===== src/hw/safe_pkg.sv =====
/*
 * Shared definitions for the redundant hart wrapper: bus widths,
 * OBI request and response structs, hart mask and redundancy mode
 */

package safe_pkg;

  // Three harts, fixed by the voting scheme
  localparam int unsigned NHARTS = 3;
  localparam int unsigned HART_IDX_W = $clog2(NHARTS);

  localparam int unsigned ADDR_WIDTH = 32;
  localparam int unsigned DATA_WIDTH = 32;
  localparam int unsigned BE_WIDTH = 4;

  // Returned to an isolated fetch so the hart stays parked
  localparam logic [DATA_WIDTH-1:0] WFI_INSTR = 32'h10500073;

  // One bit per hart
  typedef logic [NHARTS-1:0] hart_mask_t;

  // Hart number for muxing
  typedef logic [HART_IDX_W-1:0] hart_idx_t;

  // Request from a hart towards memory
  typedef struct packed {
    logic                  req;
    logic                  we;
    logic [BE_WIDTH-1:0]   be;
    logic [ADDR_WIDTH-1:0] addr;
    logic [DATA_WIDTH-1:0] wdata;
  } obi_req_t;

  // Response from memory towards a hart
  typedef struct packed {
    logic                  gnt;
    logic                  rvalid;
    logic [DATA_WIDTH-1:0] rdata;
  } obi_rsp_t;

  // Redundancy modes
  typedef enum logic [1:0] {
    MODE_INDEP = 2'd0,
    MODE_TMR   = 2'd1,
    MODE_DMR   = 2'd2
  } safe_mode_e;

endpackage


===== src/hw/tmr_voter.sv =====
/*
 * Bitwise majority voter over the instruction and data requests
 * of the three harts, with per-hart dissent flags
 */

module tmr_voter (
  input  logic                                       enable_i,
  input  safe_pkg::obi_req_t [safe_pkg::NHARTS-1:0] instr_req_i,
  input  safe_pkg::obi_req_t [safe_pkg::NHARTS-1:0] data_req_i,
  output safe_pkg::obi_req_t                        voted_instr_req_o,
  output safe_pkg::obi_req_t                        voted_data_req_o,
  output logic                                       error_o,
  output safe_pkg::hart_mask_t                       error_id_o
);

  safe_pkg::obi_req_t   maj_instr;
  safe_pkg::obi_req_t   maj_data;
  safe_pkg::hart_mask_t dissent;

  // Two out of three per bit
  function automatic safe_pkg::obi_req_t majority(input safe_pkg::obi_req_t a,
                                                  input safe_pkg::obi_req_t b,
                                                  input safe_pkg::obi_req_t c);
    return (a & b) | (a & c) | (b & c);
  endfunction

  assign maj_instr = majority(instr_req_i[0], instr_req_i[1], instr_req_i[2]);
  assign maj_data  = majority(data_req_i[0], data_req_i[1], data_req_i[2]);

  // A hart dissents if either of its buses differs from the vote
  for (genvar i = 0; i < safe_pkg::NHARTS; i++) begin : g_dissent
    assign dissent[i] = (instr_req_i[i] != maj_instr) || (data_req_i[i] != maj_data);
  end

  always_comb begin
    if (enable_i) begin
      voted_instr_req_o = maj_instr;
      voted_data_req_o  = maj_data;
      error_id_o        = dissent;
      error_o           = |dissent;
    end else begin
      voted_instr_req_o = '0;
      voted_data_req_o  = '0;
      error_id_o        = '0;
      error_o           = 1'b0;
    end
  end

endmodule


===== src/hw/dmr_comparator.sv =====
/*
 * Lockstep check of the master hart against its partner on both buses
 */

module dmr_comparator (
  input  logic               enable_i,
  input  safe_pkg::obi_req_t master_instr_req_i,
  input  safe_pkg::obi_req_t partner_instr_req_i,
  input  safe_pkg::obi_req_t master_data_req_i,
  input  safe_pkg::obi_req_t partner_data_req_i,
  output logic               error_o
);

  logic instr_mismatch;
  logic data_mismatch;

  // Any field counts, including idle payload
  assign instr_mismatch = (master_instr_req_i != partner_instr_req_i);
  assign data_mismatch  = (master_data_req_i != partner_data_req_i);

  assign error_o = enable_i && (instr_mismatch || data_mismatch);

endmodule


===== src/hw/wfi_isolator.sv =====
/*
 * Local OBI responder for a hart parked in wait-for-interrupt.
 * Grants every request and answers one cycle later, and flushes
 * an rvalid still owed from before the hold
 */

module wfi_isolator (
  input  logic               clk_i,
  input  logic               rst_ni,
  input  logic               hold_i,
  input  safe_pkg::obi_req_t instr_req_i,
  input  safe_pkg::obi_req_t data_req_i,
  input  safe_pkg::obi_rsp_t instr_rsp_i,
  input  safe_pkg::obi_rsp_t data_rsp_i,
  output safe_pkg::obi_rsp_t iso_instr_rsp_o,
  output safe_pkg::obi_rsp_t iso_data_rsp_o
);

  // Index 0 is the instruction bus, index 1 the data bus
  safe_pkg::obi_req_t [1:0]                          bus_req;
  safe_pkg::obi_rsp_t [1:0]                          bus_rsp;
  safe_pkg::obi_rsp_t [1:0]                          iso_rsp;
  logic [1:0][safe_pkg::DATA_WIDTH-1:0]              iso_rdata;
  logic [1:0]                                        valid_q;
  logic [1:0]                                        pending_q;

  assign bus_req   = {data_req_i, instr_req_i};
  assign bus_rsp   = {data_rsp_i, instr_rsp_i};
  assign iso_rdata = {{safe_pkg::DATA_WIDTH{1'b0}}, safe_pkg::WFI_INSTR};

  for (genvar b = 0; b < 2; b++) begin : g_bus
    always_ff @(posedge clk_i or negedge rst_ni) begin
      if (!rst_ni) begin
        valid_q[b]   <= 1'b0;
        pending_q[b] <= 1'b0;
      end else if (hold_i) begin
        // Grant is req, so every request is answered next cycle
        valid_q[b]   <= bus_req[b].req;
        pending_q[b] <= 1'b0;
      end else begin
        valid_q[b]   <= 1'b0;
        // Outstanding until memory returns its rvalid
        pending_q[b] <= (bus_req[b].req & bus_rsp[b].gnt) |
                        (pending_q[b] & ~bus_rsp[b].rvalid);
      end
    end

    assign iso_rsp[b].gnt    = bus_req[b].req;
    assign iso_rsp[b].rvalid = valid_q[b] | pending_q[b];
    assign iso_rsp[b].rdata  = iso_rdata[b];
  end

  assign iso_instr_rsp_o = iso_rsp[0];
  assign iso_data_rsp_o  = iso_rsp[1];

endmodule


===== src/hw/redundancy_router.sv =====
/*
 * Request steering and response fan-out between the harts and the
 * memory ports, master hart latch and registered sleep mask
 */

module redundancy_router (
  input  logic                                       clk_i,
  input  logic                                       rst_ni,
  input  safe_pkg::safe_mode_e                       mode_i,
  input  safe_pkg::hart_mask_t                       master_i,
  input  safe_pkg::hart_mask_t                       dmr_pair_i,
  input  safe_pkg::hart_mask_t                       wfi_hold_i,
  input  safe_pkg::hart_mask_t                       sleep_i,
  input  safe_pkg::obi_req_t [safe_pkg::NHARTS-1:0] core_instr_req_i,
  input  safe_pkg::obi_req_t [safe_pkg::NHARTS-1:0] core_data_req_i,
  input  safe_pkg::obi_rsp_t [safe_pkg::NHARTS-1:0] mem_instr_rsp_i,
  input  safe_pkg::obi_rsp_t [safe_pkg::NHARTS-1:0] mem_data_rsp_i,
  input  safe_pkg::obi_req_t                        voted_instr_req_i,
  input  safe_pkg::obi_req_t                        voted_data_req_i,
  input  safe_pkg::obi_rsp_t [safe_pkg::NHARTS-1:0] iso_instr_rsp_i,
  input  safe_pkg::obi_rsp_t [safe_pkg::NHARTS-1:0] iso_data_rsp_i,
  output safe_pkg::hart_mask_t                       sleep_o,
  output safe_pkg::obi_req_t [safe_pkg::NHARTS-1:0] mem_instr_req_o,
  output safe_pkg::obi_req_t [safe_pkg::NHARTS-1:0] mem_data_req_o,
  output safe_pkg::obi_rsp_t [safe_pkg::NHARTS-1:0] core_instr_rsp_o,
  output safe_pkg::obi_rsp_t [safe_pkg::NHARTS-1:0] core_data_rsp_o,
  output logic                                       vote_en_o,
  output logic                                       cmp_en_o,
  output safe_pkg::obi_req_t                        partner_instr_req_o,
  output safe_pkg::obi_req_t                        partner_data_req_o,
  output safe_pkg::obi_req_t                        master_instr_req_o,
  output safe_pkg::obi_req_t                        master_data_req_o
);

  safe_pkg::hart_mask_t master_q;
  safe_pkg::hart_mask_t sleep_q;
  safe_pkg::hart_idx_t  master_idx;
  safe_pkg::hart_idx_t  partner_idx;
  logic                 tmr_mode;
  logic                 dmr_mode;

  // Master may only move while every hart is asleep
  always_ff @(posedge clk_i or negedge rst_ni) begin
    if (!rst_ni) begin
      master_q <= safe_pkg::hart_mask_t'(1);
    end else if (&sleep_i) begin
      master_q <= master_i;
    end
  end

  // Registered sleep for output isolation
  always_ff @(posedge clk_i or negedge rst_ni) begin
    if (!rst_ni) begin
      sleep_q <= '0;
    end else begin
      sleep_q <= sleep_i;
    end
  end

  assign sleep_o = sleep_q;

  // Master and partner numbers, lowest set bit wins
  always_comb begin
    master_idx  = '0;
    partner_idx = '0;
    for (int i = safe_pkg::NHARTS - 1; i >= 0; i--) begin
      if (master_q[i]) begin
        master_idx = safe_pkg::hart_idx_t'(i);
      end
      if (dmr_pair_i[i] && !master_q[i]) begin
        partner_idx = safe_pkg::hart_idx_t'(i);
      end
    end
  end

  assign tmr_mode  = (mode_i == safe_pkg::MODE_TMR);
  assign dmr_mode  = (mode_i == safe_pkg::MODE_DMR);
  assign vote_en_o = tmr_mode;
  assign cmp_en_o  = dmr_mode;

  assign master_instr_req_o  = core_instr_req_i[master_idx];
  assign master_data_req_o   = core_data_req_i[master_idx];
  assign partner_instr_req_o = core_instr_req_i[partner_idx];
  assign partner_data_req_o  = core_data_req_i[partner_idx];

  for (genvar i = 0; i < safe_pkg::NHARTS; i++) begin : g_port
    // Only the master port is live in the redundant modes
    always_comb begin
      if (tmr_mode) begin
        mem_instr_req_o[i] = master_q[i] ? voted_instr_req_i : '0;
        mem_data_req_o[i]  = master_q[i] ? voted_data_req_i : '0;
      end else if (dmr_mode) begin
        mem_instr_req_o[i] = master_q[i] ? core_instr_req_i[i] : '0;
        mem_data_req_o[i]  = master_q[i] ? core_data_req_i[i] : '0;
      end else begin
        mem_instr_req_o[i] = core_instr_req_i[i];
        mem_data_req_o[i]  = core_data_req_i[i];
      end
    end

    // Held harts are answered locally
    always_comb begin
      if (wfi_hold_i[i]) begin
        core_instr_rsp_o[i] = iso_instr_rsp_i[i];
        core_data_rsp_o[i]  = iso_data_rsp_i[i];
      end else if (tmr_mode || (dmr_mode && dmr_pair_i[i])) begin
        core_instr_rsp_o[i] = mem_instr_rsp_i[master_idx];
        core_data_rsp_o[i]  = mem_data_rsp_i[master_idx];
      end else begin
        core_instr_rsp_o[i] = mem_instr_rsp_i[i];
        core_data_rsp_o[i]  = mem_data_rsp_i[i];
      end
    end
  end

endmodule


===== src/hw/safe_cpu_wrapper.sv =====
/*
 * Redundancy wrapper top: router, majority voter, lockstep
 * comparator and one WFI isolator per hart
 */

module safe_cpu_wrapper (
  input  logic                                       clk_i,
  input  logic                                       rst_ni,
  input  safe_pkg::safe_mode_e                       mode_i,
  input  safe_pkg::hart_mask_t                       master_i,
  input  safe_pkg::hart_mask_t                       dmr_pair_i,
  input  safe_pkg::hart_mask_t                       wfi_hold_i,
  input  safe_pkg::hart_mask_t                       sleep_i,
  input  safe_pkg::obi_req_t [safe_pkg::NHARTS-1:0] core_instr_req_i,
  input  safe_pkg::obi_req_t [safe_pkg::NHARTS-1:0] core_data_req_i,
  input  safe_pkg::obi_rsp_t [safe_pkg::NHARTS-1:0] mem_instr_rsp_i,
  input  safe_pkg::obi_rsp_t [safe_pkg::NHARTS-1:0] mem_data_rsp_i,
  output safe_pkg::hart_mask_t                       sleep_o,
  output safe_pkg::obi_rsp_t [safe_pkg::NHARTS-1:0] core_instr_rsp_o,
  output safe_pkg::obi_rsp_t [safe_pkg::NHARTS-1:0] core_data_rsp_o,
  output safe_pkg::obi_req_t [safe_pkg::NHARTS-1:0] mem_instr_req_o,
  output safe_pkg::obi_req_t [safe_pkg::NHARTS-1:0] mem_data_req_o,
  output logic                                       tmr_error_o,
  output logic                                       dmr_error_o,
  output safe_pkg::hart_mask_t                       tmr_error_id_o
);

  safe_pkg::obi_req_t                        voted_instr_req;
  safe_pkg::obi_req_t                        voted_data_req;
  safe_pkg::obi_req_t                        master_instr_req;
  safe_pkg::obi_req_t                        master_data_req;
  safe_pkg::obi_req_t                        partner_instr_req;
  safe_pkg::obi_req_t                        partner_data_req;
  safe_pkg::obi_rsp_t [safe_pkg::NHARTS-1:0] iso_instr_rsp;
  safe_pkg::obi_rsp_t [safe_pkg::NHARTS-1:0] iso_data_rsp;
  logic                                      vote_en;
  logic                                      cmp_en;

  redundancy_router u_router (
    .clk_i,
    .rst_ni,
    .mode_i,
    .master_i,
    .dmr_pair_i,
    .wfi_hold_i,
    .sleep_i,
    .core_instr_req_i,
    .core_data_req_i,
    .mem_instr_rsp_i,
    .mem_data_rsp_i,
    .voted_instr_req_i  (voted_instr_req),
    .voted_data_req_i   (voted_data_req),
    .iso_instr_rsp_i    (iso_instr_rsp),
    .iso_data_rsp_i     (iso_data_rsp),
    .sleep_o,
    .mem_instr_req_o,
    .mem_data_req_o,
    .core_instr_rsp_o,
    .core_data_rsp_o,
    .vote_en_o          (vote_en),
    .cmp_en_o           (cmp_en),
    .partner_instr_req_o(partner_instr_req),
    .partner_data_req_o (partner_data_req),
    .master_instr_req_o (master_instr_req),
    .master_data_req_o  (master_data_req)
  );

  tmr_voter u_voter (
    .enable_i         (vote_en),
    .instr_req_i      (core_instr_req_i),
    .data_req_i       (core_data_req_i),
    .voted_instr_req_o(voted_instr_req),
    .voted_data_req_o (voted_data_req),
    .error_o          (tmr_error_o),
    .error_id_o       (tmr_error_id_o)
  );

  dmr_comparator u_comparator (
    .enable_i           (cmp_en),
    .master_instr_req_i (master_instr_req),
    .partner_instr_req_i(partner_instr_req),
    .master_data_req_i  (master_data_req),
    .partner_data_req_i (partner_data_req),
    .error_o            (dmr_error_o)
  );

  // Isolators watch the response their hart actually sees
  for (genvar i = 0; i < safe_pkg::NHARTS; i++) begin : g_iso
    wfi_isolator u_isolator (
      .clk_i,
      .rst_ni,
      .hold_i         (wfi_hold_i[i]),
      .instr_req_i    (core_instr_req_i[i]),
      .data_req_i     (core_data_req_i[i]),
      .instr_rsp_i    (core_instr_rsp_o[i]),
      .data_rsp_i     (core_data_rsp_o[i]),
      .iso_instr_rsp_o(iso_instr_rsp[i]),
      .iso_data_rsp_o (iso_data_rsp[i])
    );
  end

endmodule


===== config.mk =====
export PLATFORM = sky130hd
export DESIGN_NAME = safe_cpu_wrapper
export DESIGN_NICKNAME = d
export VERILOG_FILES = /design/src/hw/safe_pkg.sv /design/src/hw/tmr_voter.sv /design/src/hw/dmr_comparator.sv /design/src/hw/wfi_isolator.sv /design/src/hw/redundancy_router.sv /design/src/hw/safe_cpu_wrapper.sv
export SDC_FILE = /design/constraint.sdc
export NUM_CORES = 2
export LEC_CHECK = 0
export BUFFER_PORTS_ARGS = -buffer_cell sky130_fd_sc_hd__buf_2
export CAP_MARGIN = 20
export CORE_AREA = 8 8 493 495
export DETAILED_ROUTE_END_ITERATION = 16
export DIE_AREA = 0 0 501 503
export PLACE_DENSITY = 0.3
export RECOVER_POWER = 50
export REMOVE_ABC_BUFFERS = 1
export SLEW_MARGIN = 20
export SYNTH_ARGS = -nofsm -noshare
export SYNTH_HDL_FRONTEND = slang
export SYNTH_SLANG_ARGS = --single-unit

===== constraint.sdc =====
create_clock -name clk_i -period 2.8 [get_ports clk_i]
set_input_delay 0.14 -clock clk_i [delete_from_list [all_inputs] [get_ports clk_i]]
set_output_delay 0.14 -clock clk_i [all_outputs]
set_load 0.02 [all_outputs]

# Yosys cells after proc, flatten, opt, wreduce, memory -nomap -nowiden

Index checks and enable logic that the tools add are counted.

Add/sub/neg operators: 0
Multiply operators: 0
Divide/modulo/power cells: 0
Magnitude comparators: 2
Equality and inequality tests: 10
Shifts and indexed selects: 0
Mux-type cells: 68
Bitwise gates (word level): 40
Reductions and logical operators: 19

Operators with widths:

| operator           | number |
|---|---|
| $mux 70            | 28 |
| $bmux 70 s2        | 4 |
| $ne 70x70->1       | 8 |
| $mux 34            | 14 |
| $and 70x70->70     | 6 |
| $or 70x70->70      | 4 |
| $bmux 34 s2        | 2 |
| $mux 1             | 13 |
| $and 1x1->1        | 12 |
| $mux 2             | 6 |
| $or 1x1->1         | 12 |
| $logic_and 1x1->1  | 7 |
| $logic_or 1x1->1   | 7 |
| $lt 2x3->1 const B | 2 |
| $not 1->1          | 6 |
| $logic_not 1->1    | 3 |
| $mux 3             | 1 |
| $reduce_and 3->1   | 1 |
| $reduce_or 3->1    | 1 |
| $eq 2x1->1 const B | 1 |
| $eq 2x2->1 const B | 1 |

Bits in registers: 18
Bits in latches: 0
Memory bits (writable): 0
ROM bits: 0
Bits of input ports: 640
Memories kept: 0

# Longest topological paths before layout

Word-level depth: 11
Depth in mapped cells: 12
Depth with buffers taken out: 8

# By module

A second synthesis with hierarchy kept.

Cell total of the unflattened synthesis: 4860
Area, all modules: 30688.2 µm²

Modules (own cells, without submodules):

| module            | times used | cells an instance | area each (µm²) | sequential area each (µm²) |
|---|---|---|---|---|
| redundancy_router | 1          | 2717              | 16884.9         | 151.4 |
| tmr_voter         | 1          | 1709              | 10292.4         | 0.0 |
| wfi_isolator      | 3          | 82                | 658.1           | 100.1 |
| dmr_comparator    | 1          | 188               | 1536.5          | 0.0 |

# Worst setup path before layout

No wires, ideal clock.

Path type: flip-flop to output port
Start point: register u_router.master_q[0]
End point: output dmr_error_o
Arrival: 2.587 ns
Required time: 2.660 ns
Slack: 0.073 ns
Stages on the path, launching flop included: 12
Buffers on the path: 3
Path through: dfstp_2 > nand2b_1 > clkbuf_1 > clkbuf_1 > buf_1 > nand3_1 > a31oi_1 > xor2_1 > nor4_1 > nand4_1 > nor4_1 > a31oi_1

Word-level cells in the longest chain between the ends: 8

RTL lines:

| item                            | RTL line                                         | RTL |
|---|---|---|
| from (decl)                     | redundancy_router.sv:35                          | `safe_pkg::hart_mask_t master_q;` |
| from (signal assigned)          | redundancy_router.sv:45                          | `master_q <= safe_pkg::hart_mask_t'(1);` |
| from (signal assigned)          | redundancy_router.sv:47                          | `master_q <= master_i;` |
| $logic_not 1->1                 | redundancy_router.sv:70                          | `if (dmr_pair_i[i] && !master_q[i]) begin` |
| $logic_and 1x1->1               | redundancy_router.sv:70                          |  |
| $mux 2                          | redundancy_router.sv:70                          |  |
| $bmux 70 s2 (on tied branches)  | redundancy_router.sv:83, redundancy_router.sv:84 |  |
| $mux 70 (on tied branches)      | redundancy_router.sv:83, redundancy_router.sv:84 |  |
| $ne 70x70->1 (on tied branches) | dmr_comparator.sv:18, dmr_comparator.sv:19       |  |
| $logic_or 1x1->1 (*)            | dmr_comparator.sv:21                             | `assign error_o = enable_i && (instr_mismatch \|\| data_mismatch);` |
| $logic_and 1x1->1 (*)           | dmr_comparator.sv:21                             |  |
| to (decl)                       | safe_cpu_wrapper.sv:24                           | `output logic dmr_error_o,` |

Mark *: on every way between the ends. The rest lies on a longest branch, timed or not. The select of a mux whose other input is x is not followed.

# Final worst setup path

Same ends and word-level chain as after synthesis.

==> out/results.txt <==
Pre-antenna DRT Iters: 7
DR vias: 48,070
placed insts: 9,821
Worst Setup Start Kind: register
largest net degree at the start of global routing: 77
final worst clock skew: 0.003724 ns
final hold vios: 0
non-filler cells, final: 9,989
initial antenna violation count: 145
maxcap violations: 2
Post-synth ARST share: 100.0%
vias per inst: 4.812
estimated wirelength of the detail-placed design: 290,000 microns
worst min-delay path class: input pin to register
max-slew violation count: 72
TritonCTS Buffers: 3
post-route ant nets: 0
worst-path fanout max: 12
placed cell area: 43,870 sq um
area delta synth->final: 88.64%
syn avg cell area: 5.323 sq um
Worst Min Path Start: master_i[0]
Cell Pwr Density: 367.3 nW/um^2
Core ar.: 234,500 sq um
initial drt markers: 4,208
CTS Sinks: 18
clock buffer depth: 2
unrepaired setup endpoints after global routing: true
io pins: 1,272
Worst EP required: 2.66 ns
failing checks: max-capacitance violations, max-slew violations, negative setup slack
first-pass GRT wire length: 434,200 microns
Netlist cell types: 64
CP Capture Type: primary output
PnR worst setup slack: -1.009 ns
H-tree Lvls: 1
synth top area cells: nand2_1, o21ai_0, a21oi_1
share of post-route cells with drive strength above 1: 43.22%
CP Class: register to primary output
routed wire length: 340,800 microns
YS warnings: 0
DR WL/cell: 34.11 microns
chip height: 503 microns
final non-filler cell area: 50,040 sq um
fin nets: 7,436
status: finished, violations left
cell with the most instances after synthesis: nand2_1
CTS root buffer: clkbuf_16
Rows: 178
GRT Residual Overflow: 0
share of the yosys chip area belonging to registers: 1.703%
Pwr Total: 0.01838 W
prevailing post-synth register cell: dfrtp_1
I/O Buffers: 1,271
post-synth top area share: 15.24%
DRC: 0
f_max: 262.5 MHz
most common library cells after synthesis: nand2_1, o21ai_0, a21oi_1
Post-Syn Area: 26,530 sq um
vias in the first global route: 45,840
initial core utilization: 11.31%
Post-synth EDFFs: 0
clock-pin slew on the worst setup and hold paths: 0.07 ns
clock latency on the worst-skew pair: 0.29 ns
total track usage: 24.86%
final core occ: 21.34%
Critical Path Start: u_router.master_q[0]
Synth Register Bits: 18
Worst EP arrival: 3.67 ns
Yosys top cell by area: nand2_1
Slew @ Worst Pin: 2.788 ns
# setup viols final: 290
period utilization: 136.0%
GP Congestion: 0.9532
Syn Inst Count: 4,984
relative slew slack: -85.85%
Die Area: 252,000 sq um
Die X: 501 microns
Peak VDD IR: 193.4 uV
worst reg2reg path startpoint: u_router.master_q[1]
TritonCTS clock tree: done
Leak: 22.37 nW
min Tclk post-route: 3.809 ns
-- metrics by stage --
step | TNS, ns | hold WS, ns | setup slack (ns)
after floorplan | -2048.53 | -0.1556 | -10.54
after global placement | -13.77 | 0.2047 | -1.661
after detailed placement | -15.44 | 0.2043 | -1.609
after CTS | -19.51 | 0.1701 | -1.007
after global routing | -105.82 | 0.2158 | -1.048
final | -64.62 | 0.2209 | -1.009
-- cell families (layout without fill, tap and decap cells) --
kind of cell             after synthesis  count (layout)  share of synthesized area, %
AND/OR/NAND/NOR                     2136            2136                         37.92
multiplexers                         158             158                         6.023
XOR/XNOR                             141             141                         4.655
buffers and inverters                693            2504                         10.25
AO/OA/AOI/OAI                       1836            1836                         39.38
flip-flops                            18              18                         1.703
other                                  0              44                             0
adder cells (fa/ha/maj)                2               2                       0.07546
-- report_power, final --
group,switching (W),internal (W),leakage (nW)
clock,0.000168,0.000220,0.0444
combinational,0.0109,0.00681,22.1
sequential,0.0000219,0.000285,0.225
-- placed cells by master (no fill, tap or decap), types with 116 or more instances in the layout --
master,count
buf_2,1001
buf_12,121
a31oi_1,129
a21oi_1,408
xor2_1,131
nor2_1,244
nand2_1,933
o21ai_0,696
a21oi_2,161
mux2i_1,147
nor2b_1,116
nor4_1,181
buf_4,986
nand3_1,166
buf_6,257
-- repair_timing --
| item | CTS | global route |
|---|---|---|
| gates cloned | 4 | 12 |
| pin swaps | 28 | 330 |
| setup buffers | 20 | 87 |
| endpoints found under the setup margin | 213 | 210 |
| gates resized for setup | 191 | 1025 |
| hold buffers | 4 | 0 |
| hold endpoints to repair | 20 | 0 |
-- worst paths after layout --
check,slack [ns],cells after the start,end
setup / recovery,-1.01,12,dmr_error_o
hold / removal,0.22,2,u_router.master_q[0]
setup reg to reg,-0.09,17,g_iso[0].u_isolator.pending_q[1]
hold reg to reg,0.54,2,g_iso[2].u_isolator.pending_q[0]
max in group asynchronous,1.06,2,u_router.master_q[1]
min in group asynchronous,0.73,2,u_router.sleep_o[1]
-- final cells by class --
class	count	area [sq um]
multi-input cells	4273	26460
repair buffers	2445	18780
fillers	26990	184500
inverters	55	206.4
clock buffers	4	88.84
diodes	44	110.1
flip-flops and latches	18	454.2
well taps	3150	3941
-- flip-flops by register name (all words and copies together), names as in the netlist --
register	count
g_iso.u_isolator.valid_q	6
g_iso.u_isolator.pending_q	6
u_router.sleep_o	3
u_router.master_q	3
-- per-layer routing --
| metal | global-route usage (%) | wire [microns] | vias to the layer above |
|---|---|---|---|
| li1 | - | - | 21460 |
| met1 | 28.19 | 129200 | 23630 |
| met2 | 45.72 | 171000 | 2424 |
| met3 | 4.634 | 21850 | 511 |
| met4 | 10.07 | 18490 | 42 |
| met5 | 0 | 263 | - |
-- critical path, stage by stage, from the launching register on --
cell and delay [ns]:
dfstp_2 0.61, nor2b_4 0.07, or3_4 0.37, buf_12 0.18
buf_6 0.14, a31oi_1 0.17, xor2_1 0.20, nor4_2 0.42
buf_4 0.20, nand4_1 0.15, nor4_4 0.42, a31oi_4 0.24
buf_6 0.20
Power figures use the tool's default switching activity.
